`config.mk`:
```
export PLATFORM = sky130hd
export DESIGN_NAME = axi_skid_buffer
export DESIGN_NICKNAME = d
export VERILOG_FILES = /design/src/axi_skid_buffer.sv
export SDC_FILE = /design/constraint.sdc
export NUM_CORES = 1
export LEC_CHECK = 0
export BUFFER_PORTS_ARGS = -buffer_cell sky130_fd_sc_hd__buf_2
export CELL_PAD_IN_SITES_DETAIL_PLACEMENT = 0
export CELL_PAD_IN_SITES_GLOBAL_PLACEMENT = 1
export CORE_AREA = 4 4 41 43
export CTS_BUF_LIST = sky130_fd_sc_hd__clkbuf_4
export CTS_CLUSTER_SIZE = 8
export DETAILED_ROUTE_END_ITERATION = 7
export DIE_AREA = 0 0 45 47
export MAX_ROUTING_LAYER = met4
export PLACE_DENSITY = 0.8
export SETUP_SLACK_MARGIN = 0.05
export SYNTH_ARGS = -nofsm -noshare
export SYNTH_HDL_FRONTEND = slang
export SYNTH_SLANG_ARGS = --single-unit
```
`constraint.sdc`:
```
create_clock -name clk_i -period 1.5 [get_ports clk_i]
set_clock_uncertainty 0.2 [all_clocks]
set_input_delay 0.15 -clock clk_i [delete_from_list [all_inputs] [get_ports clk_i]]
set_output_delay 0.15 -clock clk_i [all_outputs]
set_load 0.03 [all_outputs]
```
`src/axi_skid_buffer.sv`:
```
`default_nettype none

module axi_skid_buffer #(
  parameter int WIDTH = 8
) (
  input  logic             clk_i,
  input  logic             rst_ni,
  input  logic             i_valid,
  input  logic [WIDTH-1:0] i_data,
  input  logic             i_ready,
  output logic             o_ready,
  output logic             o_valid,
  output logic [WIDTH-1:0] o_data
);

  logic             ready_q;
  logic             skid_valid_q;
  logic [WIDTH-1:0] skid_data_q;

  // beat taken upstream but refused downstream goes to the skid register
  always_ff @(posedge clk_i) begin
    if (!rst_ni) begin
      ready_q      <= 1'b1;
      skid_valid_q <= 1'b0;
    end else if (i_valid && ready_q && !i_ready) begin
      ready_q      <= 1'b0;
      skid_valid_q <= 1'b1;
    end else if (i_ready) begin
      ready_q      <= 1'b1;
      skid_valid_q <= 1'b0;
    end
  end

  always_ff @(posedge clk_i) begin
    if (ready_q) begin
      skid_data_q <= i_data;
    end
  end

  // empty buffer passes straight through
  assign o_ready = ready_q;
  assign o_valid = i_valid || skid_valid_q;
  assign o_data  = skid_valid_q ? skid_data_q : i_data;

endmodule

`default_nettype wire

```
-- Word level (Yosys, flattened, before mapping)
Cells that the tools add are included.
- register bits after elaboration: 10
- latch bits: 0
- memory bits (writable): 0
- ROM bits: 0
- input port bits: 12
- logic and storage cells: 13
- memories kept: 0
- add/subtract/negate cells: 0
- multipliers: 0
- div/mod/pow operators: 0
- magnitude comparators: 0
- equality and inequality tests: 0
- shift-type cells: 0
- muxes and demuxes: 5
- bitwise gates (word level): 0
- reduce and logical (&&, ||, !) cells: 5
- operator list (kind ; number):
    $mux W8 ; 1
    $mux W1 ; 4
    $logic_and A1 B1 Y1 ; 2
    $reduce_bool A2 Y1 ; 1
    $logic_not A1 Y1 ; 1
    $logic_or A1 B1 Y1 ; 1

-- Logic depth before layout (Yosys ltp)
- word-level depth: 3
- depth in mapped cells: 3
- gate-level depth less buffers: 2

-- Worst setup path after synthesis
OpenSTA, ideal clock, no wires.
- kind: flip-flop to flip-flop
- start: register ready_q, in the netlist o_ready
- end: register skid_data_q[0] (enable)
- library setup time: 0.376 ns
- arrival time: 0.679 ns
- required time: 0.924 ns
- setup slack: 0.244 ns
- cell stages (with the launch flop): 1
- buffers on the path: 0
- period minus slack after synthesis: 1.256 ns
- path through: dfxtp_1
- RTL lines (what ; line ; source):
    start, declared ; 16 ; logic ready_q;
    start signal, assigned ; 23 ; ready_q <= 1'b1;
    start signal, assigned ; 26 ; ready_q <= 1'b0;
    start signal, assigned ; 29 ; ready_q <= 1'b1;
    end signal, assigned ; 36 ; skid_data_q <= i_data;
    end, declared ; 18 ; logic [WIDTH-1:0] skid_data_q;
No word-level cell between the ends.

-- Worst setup path in the final report
- start: register skid_valid_q
- end: output o_data[0]
- cells in the longest elaborated chain, start to end: 1
- RTL lines (what ; line ; source):
    start, declared ; 17 ; logic skid_valid_q;
    start signal, assigned ; 24 ; skid_valid_q <= 1'b0;
    start signal, assigned ; 27 ; skid_valid_q <= 1'b1;
    start signal, assigned ; 30 ; skid_valid_q <= 1'b0;
    $mux W8 ; 43 ; assign o_data = skid_valid_q ? skid_data_q : i_data;
    end, declared ; 13 ; output logic [WIDTH-1:0] o_data
Every way passes these cells.

==> impl_metrics.tcl <==
set metrics [dict create \
    status "complete, but fails checks" \
    violations "setup timing" \
    dp.cells 62 \
    gp_congestion 0.582 \
    synthesis.area_um2 448 \
    cts_sinks 10 \
    instances_no_fill 77 \
    synth_cell_types 9 \
    synthCells 24 \
    wl_per_cell_um 13.2 \
    synth_nets 36 \
    worst_pin_slew_ps 245 \
    final_common_cell "buf_2" \
    rsz0062_at_grt "yes" \
    via_per_inst 4.51 \
    period_share_pct 103 \
    critPathLaunchType "flop" \
    antenna_found_initial 0 \
    final_cell_mix "12 x buf_2, 10 x dlygate4sd3_1, 9 x buf_6, 8 x mux2_4, 8 x edfxtp_1" \
    clkLatencyLatePin_ps 270 \
    grt_pass1_wl_mm 1.52 \
    die_h_um 47 \
    r2r_cells 1 \
    areaGrowthSynthToFinish_pct 74.6 \
    io_pins 22 \
    cts_max_level 1 \
    core_mm2 0.00130 \
    r2r-start "o_ready" \
    synth_top_family_by_area "multiplexers" \
    p_leak_nw 0.347 \
    clk_path_buf_depth 2 \
    dpl-instance-area_um2 583 \
    grt_overflow 0 \
    drcViolationCount 0 \
    drive_above_1_share_pct 61.3 \
    avgSynthCellArea_um2 18.7 \
    muxShareOfSynthArea_pct 26.8 \
    power_mw 0.692 \
    worstHoldStart "i_valid" \
    ir_drop_v 0.000541 \
    critical_path.endpoint_type "output pin" \
    initial_core_util_pct 34.4 \
    synth_compound_area_share_pct 1.96 \
    reg2reg_setup_slack_ps 340 \
    grt_pass1_vias 359 \
    powerDensity_mw_per_mm2 885 \
    maxCapViolCount 0 \
    vias 347 \
    final_util_pct 60.1 \
    path_cells "buf_4 > mux2_4 > buf_6" \
    max_stage_delay_ps 350 \
    cp_slowest_cell "dfxtp_2" \
    cp.required_ps 1150 \
    critPathMaxFanout 3 \
    holdPathEnd "skid_valid_q" \
    drv_slew 0 \
    synth_seq_cells 10 \
    setup_viol 8 \
    port-buffer-count 21 \
    final_antenna_net_count 0 \
    dieArea_mm2 0.00212 \
    finalSetupTns_ps -307 \
    fin_area_um2 782 \
    arrival_ps 1190 \
    die_x_um 45 \
    fillers 115 \
    diodes 0 \
    hold_depth 3 \
    cts_buffers 3 \
    setup_ws_ps -41.5 \
    relSlewSlack_pct 83.6 \
    reg2reg_to "skid_data_q[2]" \
    clkTransAtPathRegs_ps 80 \
    root_buffer "clkbuf_4" \
    yosys.area_share.simple_pct 6.15 \
    dpl.hpwl_um 688 \
    hold_viol_final 0 \
    cts_tree "done" \
    num_rows 13 \
    dr.pass1.iters 1 \
    grt_max_degree 8 \
    crit_type "reg -> out" \
    fin_nets 75 \
    grtUsageTotal_pct 11.1 \
    period_needed_ps 1540 \
    ys_seq_area_share_pct 62.6 \
    synth_warnings 0 \
    fmax_ghz 0.649 \
    synth_xor_area_share_pct 0 \
    totalWireLength_mm 1.02 \
    holdCritPathClass "in -> reg" \
    drt_iter0_markers 0 \
    synth_fa_ha_area_share_pct 0 \
]
## through the flow
step	setup slack (ps)	hold slack, ps
5_1_grt	-85.8	9.00
2_1_floorplan	244	26.1
3_5_place_dp	172	129
3_3_place_gp	192	136
6_report	-41.5	13.4
4_1_cts	-48.2	6.54
## worst max path at each step
| stage | cells past startpoint | endpoint | slack (ps) | from |
|---|---|---|---|---|
| CTS | 3 | o_data[4] | -50 | skid_valid_q |
| floorplan | 0 | skid_data_q[0] | 240 | o_ready |
| detailed placement | 3 | o_data[4] | 170 | skid_valid_q |
| finish | 3 | o_data[0] | -40 | skid_valid_q |
| global route | 3 | o_data[0] | -90 | skid_valid_q |
| global placement | 3 | o_data[1] | 190 | skid_valid_q |
## kinds of logic after synthesis
group,after synthesis
buffers and inverters,1
AND/OR/NAND/NOR,4
multiplexers,8
AO/OA/AOI/OAI,1
flip-flops,10
## layout make-up
cell class	count	area (um^2)	share of cell area, %
clock buffers	3	22.5	2.88
clock inverters	1	3.75	0.480
multi-input cells	13	156	20.0
well taps	15	18.8	2.40
flip-flops and latches	10	282	36.0
repair buffers	35	299	38.2
## sequential cells by signal, summed over array words and instances, names as in the netlist
name	cells
o_ready	1
skid_data_q	8
skid_valid_q	1
## worst max-delay path, delay by kind of cell (launching register included)
kind | cells | cell delay, ps
buffers and inverters | 2 | 280
DFF | 1 | 350
muxes | 1 | 300
## what timing repair did
action / in CTS / in global routing
setup buffers: 0 / 1
resized for setup: 20 / 1
hold endpoints to repair: 10 / 0
setup endpoints to repair: 9 / 9
hold buffers: 10 / 0
pin swaps: 0 / 1
## Yosys cell counts (all sizes together)
cell,instances,share of area [%]
nor3b,1,1.7
dfxtp,2,8.9
nand2b,1,1.4
nand3b,1,1.7
mux2,8,27
buf,1,2.5
edfxtp,8,54
a21oi,1,2.0
or2,1,1.4
## power by group
group / switching (mW) / internal (mW) / total [mW]
Clock: 0.0907 / 0.0957 / 0.186
Sequential: 0.00889 / 0.319 / 0.328
Combinational: 0.0785 / 0.0993 / 0.178
## layer usage
| metal | routed length, um | global-route usage, % | vias up | part of all wire [%] |
|---|---|---|---|---|
| met5 | 0 | - | - | 0 |
| met4 | 0 | 3.51 | 0 | 0 |
| met3 | 68 | 4.60 | 0 | 6.7 |
| met2 | 553 | 19.2 | 14 | 54 |
| met1 | 396 | 11.3 | 166 | 39 |
| li1 | - | - | 167 | - |
Power figures use the tool's default switching activity.
