===== config.mk =====
export PLATFORM = sky130hd
export DESIGN_NAME = axi_slave_write
export DESIGN_NICKNAME = d
export VERILOG_FILES = /design/src/axi_pkg.sv /design/src/mem_pkg.sv /design/src/axi_burst_addr.sv /design/src/axi_slave_write.sv
export SDC_FILE = /design/constraint.sdc
export NUM_CORES = 1
export LEC_CHECK = 0
export ABC_AREA = 1
export BUFFER_PORTS_ARGS = -buffer_cell sky130_fd_sc_hd__buf_4
export CORE_MARGIN = 2
export CORE_UTILIZATION = 46
export CTS_CLUSTER_DIAMETER = 60
export DETAILED_ROUTE_END_ITERATION = 10
export GPL_TIMING_DRIVEN = 0
export MAX_ROUTING_LAYER = met4
export PLACE_DENSITY = 0.75
export SLEW_MARGIN = 20
export SYNTH_ARGS = -nofsm -noshare
export SYNTH_HDL_FRONTEND = slang
export SYNTH_SLANG_ARGS = --single-unit

===== constraint.sdc =====
create_clock -name clk_i -period 2.9 [get_ports clk_i]
set_input_delay 0.58 -clock clk_i [delete_from_list [all_inputs] [get_ports clk_i]]
set_output_delay 0.58 -clock clk_i [all_outputs]
set_load 0.02 [all_outputs]

===== src/axi_pkg.sv =====
`default_nettype none

package axi_pkg;

  parameter int AXI_ADDR_W = 16;
  parameter int AXI_DATA_W = 32;
  parameter int AXI_ID_W = 4;
  parameter int AXI_LEN_W = 8;
  parameter int AXI_SIZE_W = 3;
  parameter int AXI_STRB_W = AXI_DATA_W / 8;
  // byte offset bits inside one data word
  parameter int AXI_ADDR_LSB = $clog2(AXI_STRB_W);

  typedef enum logic [1:0] {
    FIXED = 2'b00,
    INCR  = 2'b01,
    WRAP  = 2'b10
  } axi_burst_e;

  parameter logic [1:0] AXI_RESP_OKAY = 2'b00;

  // one AW or AR command
  typedef struct packed {
    logic [AXI_ID_W-1:0]   id;
    logic [AXI_ADDR_W-1:0] addr;
    logic [AXI_LEN_W-1:0]  len;
    logic [AXI_SIZE_W-1:0] size;
    axi_burst_e            burst;
  } axi_ax_t;

  typedef struct packed {
    logic [AXI_DATA_W-1:0] data;
    logic [AXI_STRB_W-1:0] strb;
    logic                  last;
  } axi_w_t;

  typedef struct packed {
    logic [AXI_ID_W-1:0] id;
    logic [1:0]          resp;
  } axi_b_t;

  typedef struct packed {
    logic [AXI_ID_W-1:0]   id;
    logic [AXI_DATA_W-1:0] data;
    logic [1:0]            resp;
    logic                  last;
  } axi_r_t;

endpackage

`default_nettype wire


===== src/mem_pkg.sv =====
`default_nettype none

package mem_pkg;

  parameter int MEM_DATA_W = 32;
  // word address of which sram uses the low bits it needs
  parameter int MEM_ADDR_W = 14;
  parameter int MEM_BE_W = MEM_DATA_W / 8;

  typedef struct packed {
    logic                  we;
    logic [MEM_ADDR_W-1:0] addr;
    logic [MEM_DATA_W-1:0] data;
    logic [MEM_BE_W-1:0]   be;
  } mem_wr_req_t;

  typedef struct packed {
    logic                  re;
    logic [MEM_ADDR_W-1:0] addr;
  } mem_rd_req_t;

endpackage

`default_nettype wire


===== src/axi_burst_addr.sv =====
`default_nettype none

module axi_burst_addr
  import axi_pkg::*;
(
  input  logic [AXI_ADDR_W-1:0] i_addr,
  input  logic [AXI_LEN_W-1:0]  i_len,
  input  logic [AXI_SIZE_W-1:0] i_size,
  input  axi_burst_e            i_burst,
  output logic [AXI_ADDR_W-1:0] o_next_addr
);

  logic [AXI_ADDR_W-1:0] beat_bytes;
  logic [AXI_ADDR_W-1:0] incr_addr;
  logic [AXI_ADDR_W-1:0] wrap_size;
  logic [AXI_ADDR_W-1:0] wrap_mask;

  assign beat_bytes = AXI_ADDR_W'(1) << i_size;
  assign incr_addr  = i_addr + beat_bytes;

  // window of beat size times beat count is a power of two for legal wraps
  assign wrap_size = (AXI_ADDR_W'(i_len) + AXI_ADDR_W'(1)) << i_size;
  assign wrap_mask = wrap_size - AXI_ADDR_W'(1);

  always_comb begin
    case (i_burst)
      FIXED:   o_next_addr = i_addr;
      WRAP:    o_next_addr = (i_addr & ~wrap_mask) | (incr_addr & wrap_mask);
      default: o_next_addr = incr_addr;
    endcase
  end

endmodule

`default_nettype wire


===== src/axi_slave_write.sv =====
`default_nettype none

module axi_slave_write
  import axi_pkg::*;
  import mem_pkg::*;
(
  input  logic        clk_i,
  input  logic        rst_ni,
  input  logic        i_aw_valid,
  input  axi_ax_t     i_aw,
  input  logic        i_w_valid,
  input  axi_w_t      i_w,
  input  logic        i_b_ready,
  output logic        o_aw_ready,
  output logic        o_w_ready,
  output logic        o_b_valid,
  output axi_b_t      o_b,
  output mem_wr_req_t o_mem_wr
);

  logic                  aw_ready_q;
  logic                  w_ready_q;
  logic                  b_valid_q;
  logic                  b_pend_q;
  logic [AXI_ID_W-1:0]   b_id_q;
  axi_ax_t               cmd_q;
  logic [AXI_ADDR_W-1:0] next_addr;
  logic                  aw_fire;
  logic                  w_fire;
  logic                  last_fire;
  logic                  b_free;

  assign aw_fire   = i_aw_valid && o_aw_ready;
  assign w_fire    = i_w_valid && w_ready_q;
  assign last_fire = w_fire && i_w.last;
  assign b_free    = !b_valid_q || i_b_ready;

  // reopen aw on the last beat if the b slot frees up
  assign o_aw_ready = aw_ready_q || (last_fire && b_free);

  always_ff @(posedge clk_i) begin
    if (!rst_ni) begin
      aw_ready_q <= 1'b1;
      w_ready_q  <= 1'b0;
    end else if (aw_fire) begin
      aw_ready_q <= 1'b0;
      w_ready_q  <= 1'b1;
    end else if (w_fire) begin
      aw_ready_q <= i_w.last && b_free;
      w_ready_q  <= !i_w.last;
    end else if (!aw_ready_q && !w_ready_q) begin
      // wait for the held response to drain
      aw_ready_q <= !(b_pend_q && !i_b_ready);
    end
  end

  axi_burst_addr u_next_addr (
    .i_addr      (cmd_q.addr),
    .i_len       (cmd_q.len),
    .i_size      (cmd_q.size),
    .i_burst     (cmd_q.burst),
    .o_next_addr (next_addr)
  );

  always_ff @(posedge clk_i) begin
    if (aw_fire) begin
      cmd_q <= i_aw;
    end else if (w_fire) begin
      cmd_q.addr <= next_addr;
    end
  end

  // second completed burst while b is stalled
  always_ff @(posedge clk_i) begin
    if (!rst_ni) begin
      b_pend_q <= 1'b0;
    end else if (last_fire && !b_free) begin
      b_pend_q <= 1'b1;
    end else if (i_b_ready) begin
      b_pend_q <= 1'b0;
    end
  end

  always_ff @(posedge clk_i) begin
    if (!rst_ni) begin
      b_valid_q <= 1'b0;
    end else if (last_fire) begin
      b_valid_q <= 1'b1;
    end else if (i_b_ready) begin
      b_valid_q <= b_pend_q;
    end
  end

  // cmd id still belongs to the finished burst here
  always_ff @(posedge clk_i) begin
    if (b_free) begin
      b_id_q <= cmd_q.id;
    end
  end

  assign o_w_ready = w_ready_q;
  assign o_b_valid = b_valid_q;
  assign o_b.id    = b_id_q;
  assign o_b.resp  = AXI_RESP_OKAY;

  assign o_mem_wr.we   = w_fire;
  assign o_mem_wr.addr = cmd_q.addr[AXI_ADDR_W-1:AXI_ADDR_LSB];
  assign o_mem_wr.data = i_w.data;
  assign o_mem_wr.be   = i_w.strb;

endmodule

`default_nettype wire


[Yosys cells after proc, flatten, opt, wreduce, memory -nomap -nowiden]
Index checks and enable logic that the tools add are counted.
Storage, ports and cells
  output and inout bits: 60
  word-level logic and storage cells: 56
  register bits after elaboration: 41
  bits of input ports: 75
Operators by class
  multiplexer cells: 12
  eq/ne operators: 2
  add/sub/neg operators: 3
  bitwise gates (word level): 4
  reduce and logical (&&, ||, !) cells: 23
  shift operators: 2
Operators by type and width (count)
  $and A16 B16 Y16: 2
  $mux W16: 2
  $pmux W16 S2: 1
  $add A16 B16 Y16: 1
  $not A16 Y16: 1
  $or A16 B16 Y16: 1
  $shl A1 B3 Y16 const A: 1
  $shl A16 B3 Y16: 1
  $sub A16 B1 Y16 const B: 1
  $add A8 B1 Y9 const B: 1
  $mux W1: 9
  $logic_and A1 B1 Y1: 8
  $logic_not A1 Y1: 7
  $reduce_bool A2 Y1: 3
  $reduce_bool A3 Y1: 1
  $eq A2 B2 Y1 const B: 1
  $logic_not A2 Y1: 1
  $logic_or A1 B1 Y1: 2
  $ne A2 B2 Y1 const B: 1
  $reduce_and A2 Y1: 1

[Logic depth before layout (Yosys ltp)]
Gate-level depths: netlist of run 1.
  depth in word-level cells: 9
  depth in mapped cells: 18
  depth with buffers taken out: 17

[Modules after synthesis]
Synthesis of run 1 repeated with hierarchy kept, for this count alone.
Unflattened totals
  cells, all modules: 581
  area total of the unflattened synthesis: 4166.5 µm²
Modules (own cells, without submodules)
  axi_burst_addr: sequential area each 0.0 µm², instances 1, cells each 404, area each 2170.8 µm²
  axi_slave_write: sequential area each 1191.1 µm², instances 1, cells each 177, area each 1995.7 µm²

[Least setup slack after synthesis of run 1]
OpenSTA, ideal clock, no wires.
  path type: reg-to-reg
  start point: register cmd_q[3] (netlist bit)
  end point: register with a tool-made name
  required time: 2.645 ns
  clock period less this slack: 2.707 ns
  library setup time: 0.255 ns
  cell stages (with the launch flop): 18
  path buffers: 2
  slack: 0.193 ns
  arrival time: 2.452 ns
  path through: edfxtp_1 -> buf_4 -> inv_2 -> buf_6 -> nand2_1 -> nor2_1 -> inv_1 -> fa_1 -> o21ai_0 -> nand2_1 -> nand2_1 -> a21oi_1 -> o21ai_0 -> nand2_1 -> o21ai_0 -> a21oi_1 -> nand2_1 -> nand2_1
RTL lines
  start, declared: RTL line axi_slave_write.sv:26  | axi_ax_t cmd_q;
  start signal, assigned: RTL line axi_slave_write.sv:67  | cmd_q <= i_aw;

==> summary.md, run 1 <==
The run finished with clean final reports. Element type at the critical path end: a register. The via count of the first global-routing pass is 3431.

For the maximum clock path buffer count, the log shows 2. The detailed router finished its first iteration with 150 violations. For the total number of nets in the final design, the log shows 727. The cell type with the highest aggregate area in the netlist is edfxtp_1. After synthesis, the mean cell area works out to 7.07 sq um. The final critical delay including setup and external delays is 2.74 ns, and the number of max-cap violations is 0. STA classifies the critical path startpoint as a register.

Critical path arrival: 2.80 ns. The logs give 0 for the count of endpoints failing hold in the final timing report and 0.219 for the combined global-route utilization of all metal layers. The first detailed-routing pass took 5 iterations.

Clock skew on the completed layout was measured at 0.0103 ns. The tools report the H-tree depth reported by CTS as 2. The leakage power was 2.50 nW. In this run, synthesis inferred 37 flip-flops with an integrated enable. The logs give 0.0241 for the global routing usage on met3 and 0 for the post-route antenna net violation count. Based on the critical path, the design can be clocked at up to 366 MHz. The post-CTS clock slew at the launch and capture registers of the worst setup and hold paths was 0.09 ns. For the area of the placeable core, the log shows 7810 sq um.

The congestion estimate from routability-driven global placement came to 0.953. Yosys printed 0 warnings. For the sink count of the clock tree, the log shows 41. The worst hold path was traced through 0 stages. The run gives 0.590 as the worst slew slack as a fraction of its limit.

The cell with the most instances after synthesis was nand2_1. The width of the die came out at 94.2 microns. After synthesis the netlist holds a flip-flop and latch count of 41.

By area the synthesized netlist is led by edfxtp_1 (30%), nand2_1 (15%), buf_4 (11%). The tree is rooted in a clkbuf_8. After detailed routing, the number of remaining DRC violations is 0.

After detailed routing, the number of vias per cell comes to 4.98. Along the worst path, the maximum fanout reaches 10. The starting density of the core is 0.479. The number of input and output port buffers inserted came out at 96.

The critical path class was register to register. The share of layout cells above drive strength 1 was 0.350; the total I/O pin count was 135. At the worst endpoint, the required time is 2.96 ns. Post-placement cell area: 4590 sq um. In this run the most used layer during global routing was met2. The total of endpoints with negative setup slack in the final report came out at 0.

After synthesis, the netlist uses 36 different library cells. The met2 global-route usage is 0.383, and the global-route track usage on met1 is 0.278. The power density over cell area is 431 nW/um^2, and the maximum resistive drop on vdd is 0.343 mV. The number of antenna violations at the first check in global routing was 0; the number of cell rows was 32. The first global-routing pass estimated 15100 microns of wire. The proportion of netlist area held by the largest area contributor is 0.297. The clock reaches the later pin of the worst-skew pair after 0.30 ns. TritonCTS built the clock tree. For this run the aggregate overflow at the end of global routing stands at 0.

Timing analysis after detailed placement gives a worst setup slack of -0.530 ns. Entering global routing, the biggest net connects 27 pins. Summing all multi-input logic gate instances after layout gives 1910 sq um.

Final hold analysis gives a worst-case slack of 0.430 ns. Counting the buffers created by CTS gives 5. Setup slack on the critical path of the routed design comes to 0.165 ns. For the design area, the log shows 4840 sq um. The run gives 0.318 as the sequential fraction of the synthesis area. The total detailed-routing wirelength is 9540 microns, and the number of antenna cells inserted is 0. The mapped netlist covers 3740 sq um. Summed over all nets, the half-perimeter wirelength after detailed placement is 7610 microns. Total number of vias: 3708. The run gives 0 as the max-slew violation count.

The tools report the count of fill cells added during filler insertion as 749. In the synthesized netlist, the number of instances is 529. The overall die height is 94.2 microns.

At the pin with the least slew margin, the transition time is 0.615 ns. Across the whole layout, storage elements account for 1190 sq um. The floorplan step defined a die boundary enclosing 8870 sq um. Counting cells, the worst reg-to-reg path comes to 17. The quantity of hold-fixing buffers added after cts is 0. Among all flip-flop cells after synthesis, the most frequent one is edfxtp_1.

Setup repair after global routing could not meet its margin everywhere. The share of flip-flops with an asynchronous set or reset after synthesis is 0. Type of the most critical hold path: register to register. Area added between synthesis and finish: 29.4%. The detail-routed net length per standard cell is 12.8 microns. The portion of the clock cycle consumed by the worst path in the final layout was 0.943. In the synthesized netlist, the cells that appear most often are nand2_1 (154), nand3_1 (64), inv_1 (55).
## cell families after synthesis
kind of cell | synth area share
adder cells (fa/ha/maj) | 0.0388
XOR/XNOR | 0.0281
AO/OA/AOI/OAI | 0.0649
other | 0.00100
buffers and inverters | 0.187
flip-flops | 0.318
AND/OR/NAND/NOR | 0.362
## cells in the final DEF (no fill, tap or decap), types with 5 or more instances in the layout
cell type	n
a21oi_1	14
buf_2	5
buf_4	158
clkbuf_8	5
edfxtp_1	37
ha_1	10
inv_1	55
nand2_1	150
nand2_2	15
nand3_1	64
nand3_2	11
nand4_1	6
nor2_1	36
o21ai_0	7
xnor2_1	5
xor2_1	7
## where the power goes
group | switching [mW] | internal [mW] | total [mW]
combinational | 0.483 | 0.364 | 0.847
sequential | 0.0472 | 0.724 | 0.771
clock | 0.213 | 0.258 | 0.471
## area by class of cell
type | instances | area share
multi-input combinational | 363 | 0.395
tap | 102 | 0.0264
buffer | 65 | 0.0992
sequential | 41 | 0.246
clock buffer | 5 | 0.0142
clock inverter | 3 | 0.00904
timing repair buffer | 104 | 0.161
inverter | 61 | 0.0488
## layer usage
| metal | wire [microns] | part of all wire |
|---|---|---|
| met5 | 0 | 0 |
| met4 | 110 | 0.012 |
| met2 | 4800 | 0.50 |
| met3 | 487 | 0.051 |
| met1 | 4150 | 0.43 |
## critical path, stage by stage, from the launching register on
cell	delay, ns
edfxtp_1	0.36
buf_4	0.17
inv_2	0.08
buf_6	0.14
nand2_2	0.08
nor2_2	0.13
inv_1	0.07
fa_2	0.39
o21ai_2	0.16
nand2_1	0.09
nand2_1	0.08
a21oi_2	0.08
o21ai_2	0.17
nand2_2	0.10
o21ai_4	0.19
a21oi_1	0.10
nand2_1	0.07
nand2_1	0.04
## per-stage QoR
step	util	setup TNS, ns	instances	power (mW)
after global placement	0.588	-4.60	728	1.57
after detailed placement	0.588	-1.32	728	1.59
after global routing	0.620	-0.0407	744	2.22
after CTS	0.606	0	737	2.07
after floorplan	-	0	530	1.34
final	0.620	0	744	2.09
## path summary, 6_finish.rpt
path              from         to  slack, ns
min reg2reg  cmd_q[30]  b_id_q[1]       0.43
max reg2reg   cmd_q[3]   register       0.16
min          cmd_q[30]  b_id_q[1]       0.43
max           cmd_q[3]   register       0.16
## repair_timing
action                     4_1_cts  5_1_grt
cloned                           0        0
hold endpoints to repair         0        0
pin swaps                        1        3
gates resized for setup          8       18
buffers inserted                 1        7
setup endpoints to repair        5        6
Power figures use the tool's default switching activity.
==> run 2: changes to the inputs <==
RECOVER_POWER = 50   (was unset)
==> summary.md, run 2 (synthesis results as in run 1) <==
The tools report the met2 global-route usage as 0.383. The area growth from synthesis to layout is 25.4%. Summed over all nets, the half-perimeter wirelength after detailed placement is 7610 microns.

Critical path class: register to register. The tree built by TritonCTS fans out to 41 sinks. The most numerous cell type found on the critical path is nand2_1. Clock skew on the completed layout was measured at 0.00847 ns. Input and output buffers added on the ports amount to 96. The clock passes through at most 2 buffers.

On the worst path, the slowest cell contributes a delay of 0.39 ns. Entering global routing, the biggest net connects 27 pins. The detailed router's first-iteration violation count is 137, and the power density over cell area is 439 nW/um^2.

The total I/O pin count was 135; the post-CTS clock slew at the launch and capture registers of the worst setup and hold paths was 0.09 ns. The congestion estimate from routability-driven global placement came to 0.953. The detail route stage leaves a number of antenna-violating nets equal to 0.

Highest clock rate: 365 MHz. The count of endpoints failing hold in the final timing report is 0, and the number of antenna cells inserted is 0. For the worst hold margin, the log shows 0.431 ns. For the proportion of power drawn by flip-flops and latches, the log shows 0.374.

Using the TritonRoute via totals, the vias-per-cell ratio works out to 5.01. The max-slew violation count was 0. The type of the most critical hold path is register to register. The largest delay contributor family on the critical path was compound AO/OA/AOI/OAI gates. The routed design could run at a clock period as short as 2.74 ns.

The tools report the startpoint class of the critical path as a register. The run gives 742 uW as the switching component of the power. The starting density of the core is 0.479, and the number of antenna violations at the first check in global routing is 0.

The slowest stage of the critical path belongs to the cell fa_2. The tools report the portion of total power attributed to the clock network as 0.228. The finished layout holds 744 standard cells, fillers aside. In this run the vertical extent of the chip is 94.2 microns. The root buffer cell chosen for the clock tree is clkbuf_8. For the combinational fraction of design power, the log shows 0.399.

The logs give 0.0241 for the global routing usage on met3 and 727 for the total number of nets in the final design. The share of layout cells above drive strength 1 works out to 0.288. The design internal power was 1.32 mW. The most common library cell in the layout ignoring fill and taps is nand2_1. TritonCTS built the clock tree. After global routing, the most crowded layer is met2. Once placement completed, the tool counted placed cells totaling 728.

Max-cap violations in this run came to 0. Overall overflow remaining after global route: 0. The run gives 0.219 as the combined global-route utilization of all metal layers. Traced cell by cell, the critical path runs through buf_4, inv_2, buf_6, nand2_2, nor2_2, inv_1, fa_2, o21ai_2, nand2_1, nand2_1, a21oi_2, o21ai_2, nand2_2, o21ai_4, a21oi_1, nand2_1, nand2_1. The total of endpoints with negative setup slack in the final report was 0. The largest fanout on the critical path was 10. Together, buffers and inverters on the worst path number 4. Data required time at the worst endpoint: 2.96 ns. In this run the cell area measured after placement is 4590 sq um. Switching share of power: 0.360.

End-of-flow core utilization: 0.601. After detailed routing, the number of remaining DRC violations is 0. The width of the die was 94.2 microns; the first-pass GRT wire length was 15100 microns. The number of clock buffers added by TritonCTS is 5. The logs give 3431 for the via count of the first global-routing pass and 0.29 ns for the insertion delay to the later sink of the worst-skew pair. The area of the die is 8870 sq um, and the number of cell rows is 32. The tools report the global-route track usage on met1 as 0.278.

In this run the standard cell core region covers 7810 sq um. Setup repair after global routing could not meet its margin everywhere. Before antenna repair, the detailed router went through 5 iterations. The flow ran to the end, and the final reports show no timing, DRC or antenna violations. Detail-routed net length per standard cell: 12.9 microns. The worst slew slack as a fraction of its limit is 0.592, and the design area is 4690 sq um.

The analysis attributes to cell leakage a power of 2.35 nW. The library cells used most frequently in the layout, excluding fill and tap cells, are nand2_1 (150), buf_4 (100), nand3_1 (64), inv_1 (55), clkbuf_1 (41). The quantity of hold-fixing buffers added after cts came out at 0.

After detailed routing, the total wire length is 9570 microns. The portion of the clock cycle consumed by the worst path in the final layout is 0.945, and the H-tree depth reported by CTS is 2. For the worst setup path, the data arrival time is 2.80 ns. At the pin with the least slew margin, the transition time is 0.612 ns. The worst setup path is captured at a register.

The tools report the maximum resistive drop on vdd as 0.342 mV. For this block, the via count after detailed routing is 3727.
## run 2: cell count changes in the layout (fill, tap and decap cells not counted)
cell	change
buf_4	-58
clkbuf_1	+40
clkbuf_4	+18
## run 2: stage by stage
stage	setup TNS, ns	worst slack, ns	total power [mW]
2_1_floorplan	0	0.193	1.34
3_3_place_gp	-4.60	-0.437	1.57
3_5_place_dp	-1.32	-0.530	1.59
4_1_cts	0	0.0206	2.07
5_1_grt	-0.0407	-0.0398	2.19
6_report	0	0.160	2.06
## run 2: cell type report
| type | instances | area (sq um) |
|---|---|---|
| Clock buffer | 5 | 68.8 |
| Fill cell | 794 | 3120 |
| Buffer | 65 | 480 |
| Clock inverter | 3 | 43.8 |
| Sequential cell | 41 | 1190 |
| Timing Repair Buffer | 104 | 631 |
| Multi-Input combinational cell | 363 | 1910 |
| Inverter | 61 | 236 |
| Tap cell | 102 | 128 |
## run 2: path summary, 6_finish.rpt
kind | start | endpoint | slack, ns | cells after the start
min | cmd_q[30] | b_id_q[1] | 0.43 | 0
max reg2reg | cmd_q[3] | register | 0.16 | 17
max | cmd_q[3] | register | 0.16 | 17
min reg2reg | cmd_q[30] | b_id_q[1] | 0.43 | 0
## run 2: power by group through the flow
stage | clock (mW) | sequential, mW | combinational (mW)
after CTS | 0.485 | 0.768 | 0.822
after floorplan | 0 | 0.776 | 0.568
after detailed placement | 0 | 0.781 | 0.809
final | 0.470 | 0.770 | 0.822
after global routing | 0.506 | 0.779 | 0.907
after global placement | 0 | 0.779 | 0.795
## run 2: what timing repair did
| item | CTS | global route |
|---|---|---|
| resized for setup | 8 | 18 |
| endpoints found under the setup margin | 5 | 6 |
| setup buffers | 1 | 7 |
| pin swaps | 1 | 3 |
## run 2: metal layers
layer	wire (microns)	share of wire	vias up
met4	66	0.0069	0
met1	4170	0.44	1696
met3	527	0.055	7
met5	0	0	-
li1	-	-	1891
met2	4800	0.50	133
==> run 3: changes to the inputs <==
CELL_PAD_IN_SITES_DETAIL_PLACEMENT = 1   (was unset)
CELL_PAD_IN_SITES_GLOBAL_PLACEMENT = 1   (was unset)
CORE_UTILIZATION = 32   (was 46)
MAX_ROUTING_LAYER = unset   (was met4)
==> summary.md, run 3 (synthesis results as in run 1) <==
The finished layout holds 788 standard cells, fillers aside. The count of buffers added on input and output ports is 96. Data on the critical path arrives at its endpoint at 2.81 ns. After detailed routing, the average wire length per cell comes to 14.1 microns.

The cell count after placement was 769. The tools report the beginning of the worst register-to-register path as cmd_q[4]. Entering global routing, the biggest net connects 27 pins. Setup repair after global routing could not meet its margin everywhere. After routing the design area is 4820 sq um. The highest clock rate was 363 MHz; the total number of vias was 3778. At the pin with the least slew margin, the transition time is 0.664 ns. The clock passes through at most 2 buffers. For flop-to-flop paths, the worst setup slack is 0.15 ns.

The share of layout cells above drive strength 1 was 0.298; the number of vias per cell was 4.79. The run finished with clean final reports. The run gives 41 as the sink count of the clock tree. The portion of the clock cycle consumed by the worst path in the final layout was 0.949. Clock tree synthesis selected as its root buffer the cell clkbuf_16.

The CTS buffer count is 5, and the starting density of the core is 0.328. The post-placement cell area is 4650 sq um. 135 I/O pins were placed. The first global-routing pass estimated 18100 microns of wire.

In the routed design, unresolved DRC markers number 0. The largest fanout on the critical path was 10; the combined global-route utilization of all metal layers was 0.176. The die is 112 microns wide. For the worst-skew pair, the clock arrives at the later sink with an insertion delay of 0.30 ns. Max-cap violations in this run came to 0. For the final database, setup skew stands at 0.00692 ns.

The area of the placeable core is 11400 sq um. The layout has 1511 filler cells. The area added between synthesis and finish is 28.8%.

Total number of nets in the final design: 730. The worst setup path is of the register to register kind. The H-tree depth reported by CTS is 2.

For this block, the initial DRC count from the detailed router was 124. The path with the worst hold slack has its endpoint at b_id_q[0]. In the layout the commonest cells are nand2_1 (151), buf_4 (105), nand3_1 (64), inv_1 (55), clkbuf_1 (41). The logs give 0 for the max-slew violation count and 11100 microns for the total detailed-routing wirelength. Across the VDD grid, the largest voltage drop is 0.274 mV. Power spread over the standard cell area amounts to 462 nW/um^2. Element type at the critical path end: a register. The clock period could shrink to 2.75 ns. Setup violations remaining at the end of the flow were counted as 0. For the post-route antenna net violation count, the log shows 0.

The repair_antennas step left the layout with diodes totalling 0. The number of antenna violations at the first check in global routing was 0; the post-CTS clock slew at the launch and capture registers of the worst setup and hold paths was 0.07 ns. The path class of the tightest hold or removal check is register to register. The number of cell rows was 39; the count of endpoints failing hold in the final timing report was 0. TritonCTS built the clock tree.

The tools report the HPWL reported at the end of detailed placement as 8980 microns. Overall die height: 112 microns. The via count of the first global-routing pass is 3886, and the leakage power is 2.38 nW.

The hold-critical path depth was 0. Startpoint class of the critical path: a register. The number of cells on the worst reg-to-reg path is 14. Before antenna repair, the detailed router went through 4 iterations. The total overflow left after global routing is 0. The run gives 12600 sq um as the area of the die. For the data required time at the worst endpoint, the log shows 2.95 ns.

The library cell used most frequently in the layout, excluding fill and tap cells, is nand2_1. The worst slew slack as a fraction of its limit is 0.557. The tools report the routability congestion estimate from global placement as 0.844. The startpoint identified for the worst hold timing path is cmd_q[29].
-- run 3: cell types whose count changed in the layout (fill, tap and decap cells not counted), moves of 2 or more --
| cell | before | now |
|---|---|---|
| nor2_1 | 36 | 34 |
| clkbuf_8 | 5 | 0 |
| clkbuf_16 | 0 | 5 |
| nor2_2 | 4 | 6 |
| o21ai_2 | 2 | 4 |
| buf_2 | 5 | 3 |
| ha_2 | 0 | 2 |
| buf_4 | 100 | 105 |
| ha_1 | 10 | 8 |
-- run 3: cell type report --
type,instances,area (sq um),area share
clock inverters,3,28.8,0.00597
plain buffers,65,489,0.102
repair buffers,107,653,0.136
clock buffers,5,125,0.0260
flip-flops and latches,41,1190,0.247
multi-input cells,363,1920,0.398
well taps,143,179,0.0371
inverters,61,234,0.0486
-- run 3: per-layer routing --
metal / share of wire / vias to the layer above / global-route usage
li1: - / 1891 / -
met1: 0.42 / 1774 / 0.214
met2: 0.51 / 102 / 0.319
met3: 0.054 / 11 / 0.0297
met4: 0.015 / 0 / 0.0472
met5: 0 / - / 0
-- run 3: repair_timing --
item,CTS,global route
buffers inserted,1,10
pin swaps,2,6
hold buffers,0,0
endpoints found under the setup margin,6,12
gates cloned,0,0
gates resized for setup,10,22
-- run 3: worst max-delay path, cell delays in order (launching register included) --
cell	delay (ns)
edfxtp_1	0.51
inv_4	0.17
clkbuf_4	0.23
nor2_1	0.09
ha_2	0.39
nand2_1	0.09
o21a_1	0.20
nand2_2	0.12
a31oi_4	0.12
nor2_1	0.17
nand2_1	0.09
xor2_1	0.13
nor2_1	0.05
nand2_1	0.09
nand2_1	0.04
-- run 3: worst max-delay path by stage --
stage                        start  endpoint  slack [ns]  cells after the start
after floorplan           cmd_q[3]  register        0.19                     17
after global placement    cmd_q[2]  register       -0.41                     16
after detailed placement  cmd_q[3]  register       -0.45                     17
after CTS                 cmd_q[4]  register        0.01                     15
after global routing      cmd_q[4]  register       -0.05                     15
final                     cmd_q[4]  register        0.15                     14
-- run 3: power by group --
group | internal (mW) | total, mW | switching (mW)
logic | 0.345 | 0.841 | 0.495
registers | 0.724 | 0.772 | 0.0482
clock network | 0.332 | 0.611 | 0.279
total | 1.40 | 2.22 | 0.823
-- run 3: through the flow --
stage	hold WS (ns)	worst slack (ns)	util	power [mW]	TNS (ns)
4_1_cts	0.425	0.00964	0.423	2.25	0
2_1_floorplan	0.400	0.193	-	1.34	0
6_report	0.428	0.149	0.422	2.22	0
5_1_grt	0.431	-0.0488	0.422	2.37	-0.123
3_5_place_dp	0.408	-0.449	0.407	1.61	-1.31
3_3_place_gp	0.403	-0.412	0.407	1.59	-6.55
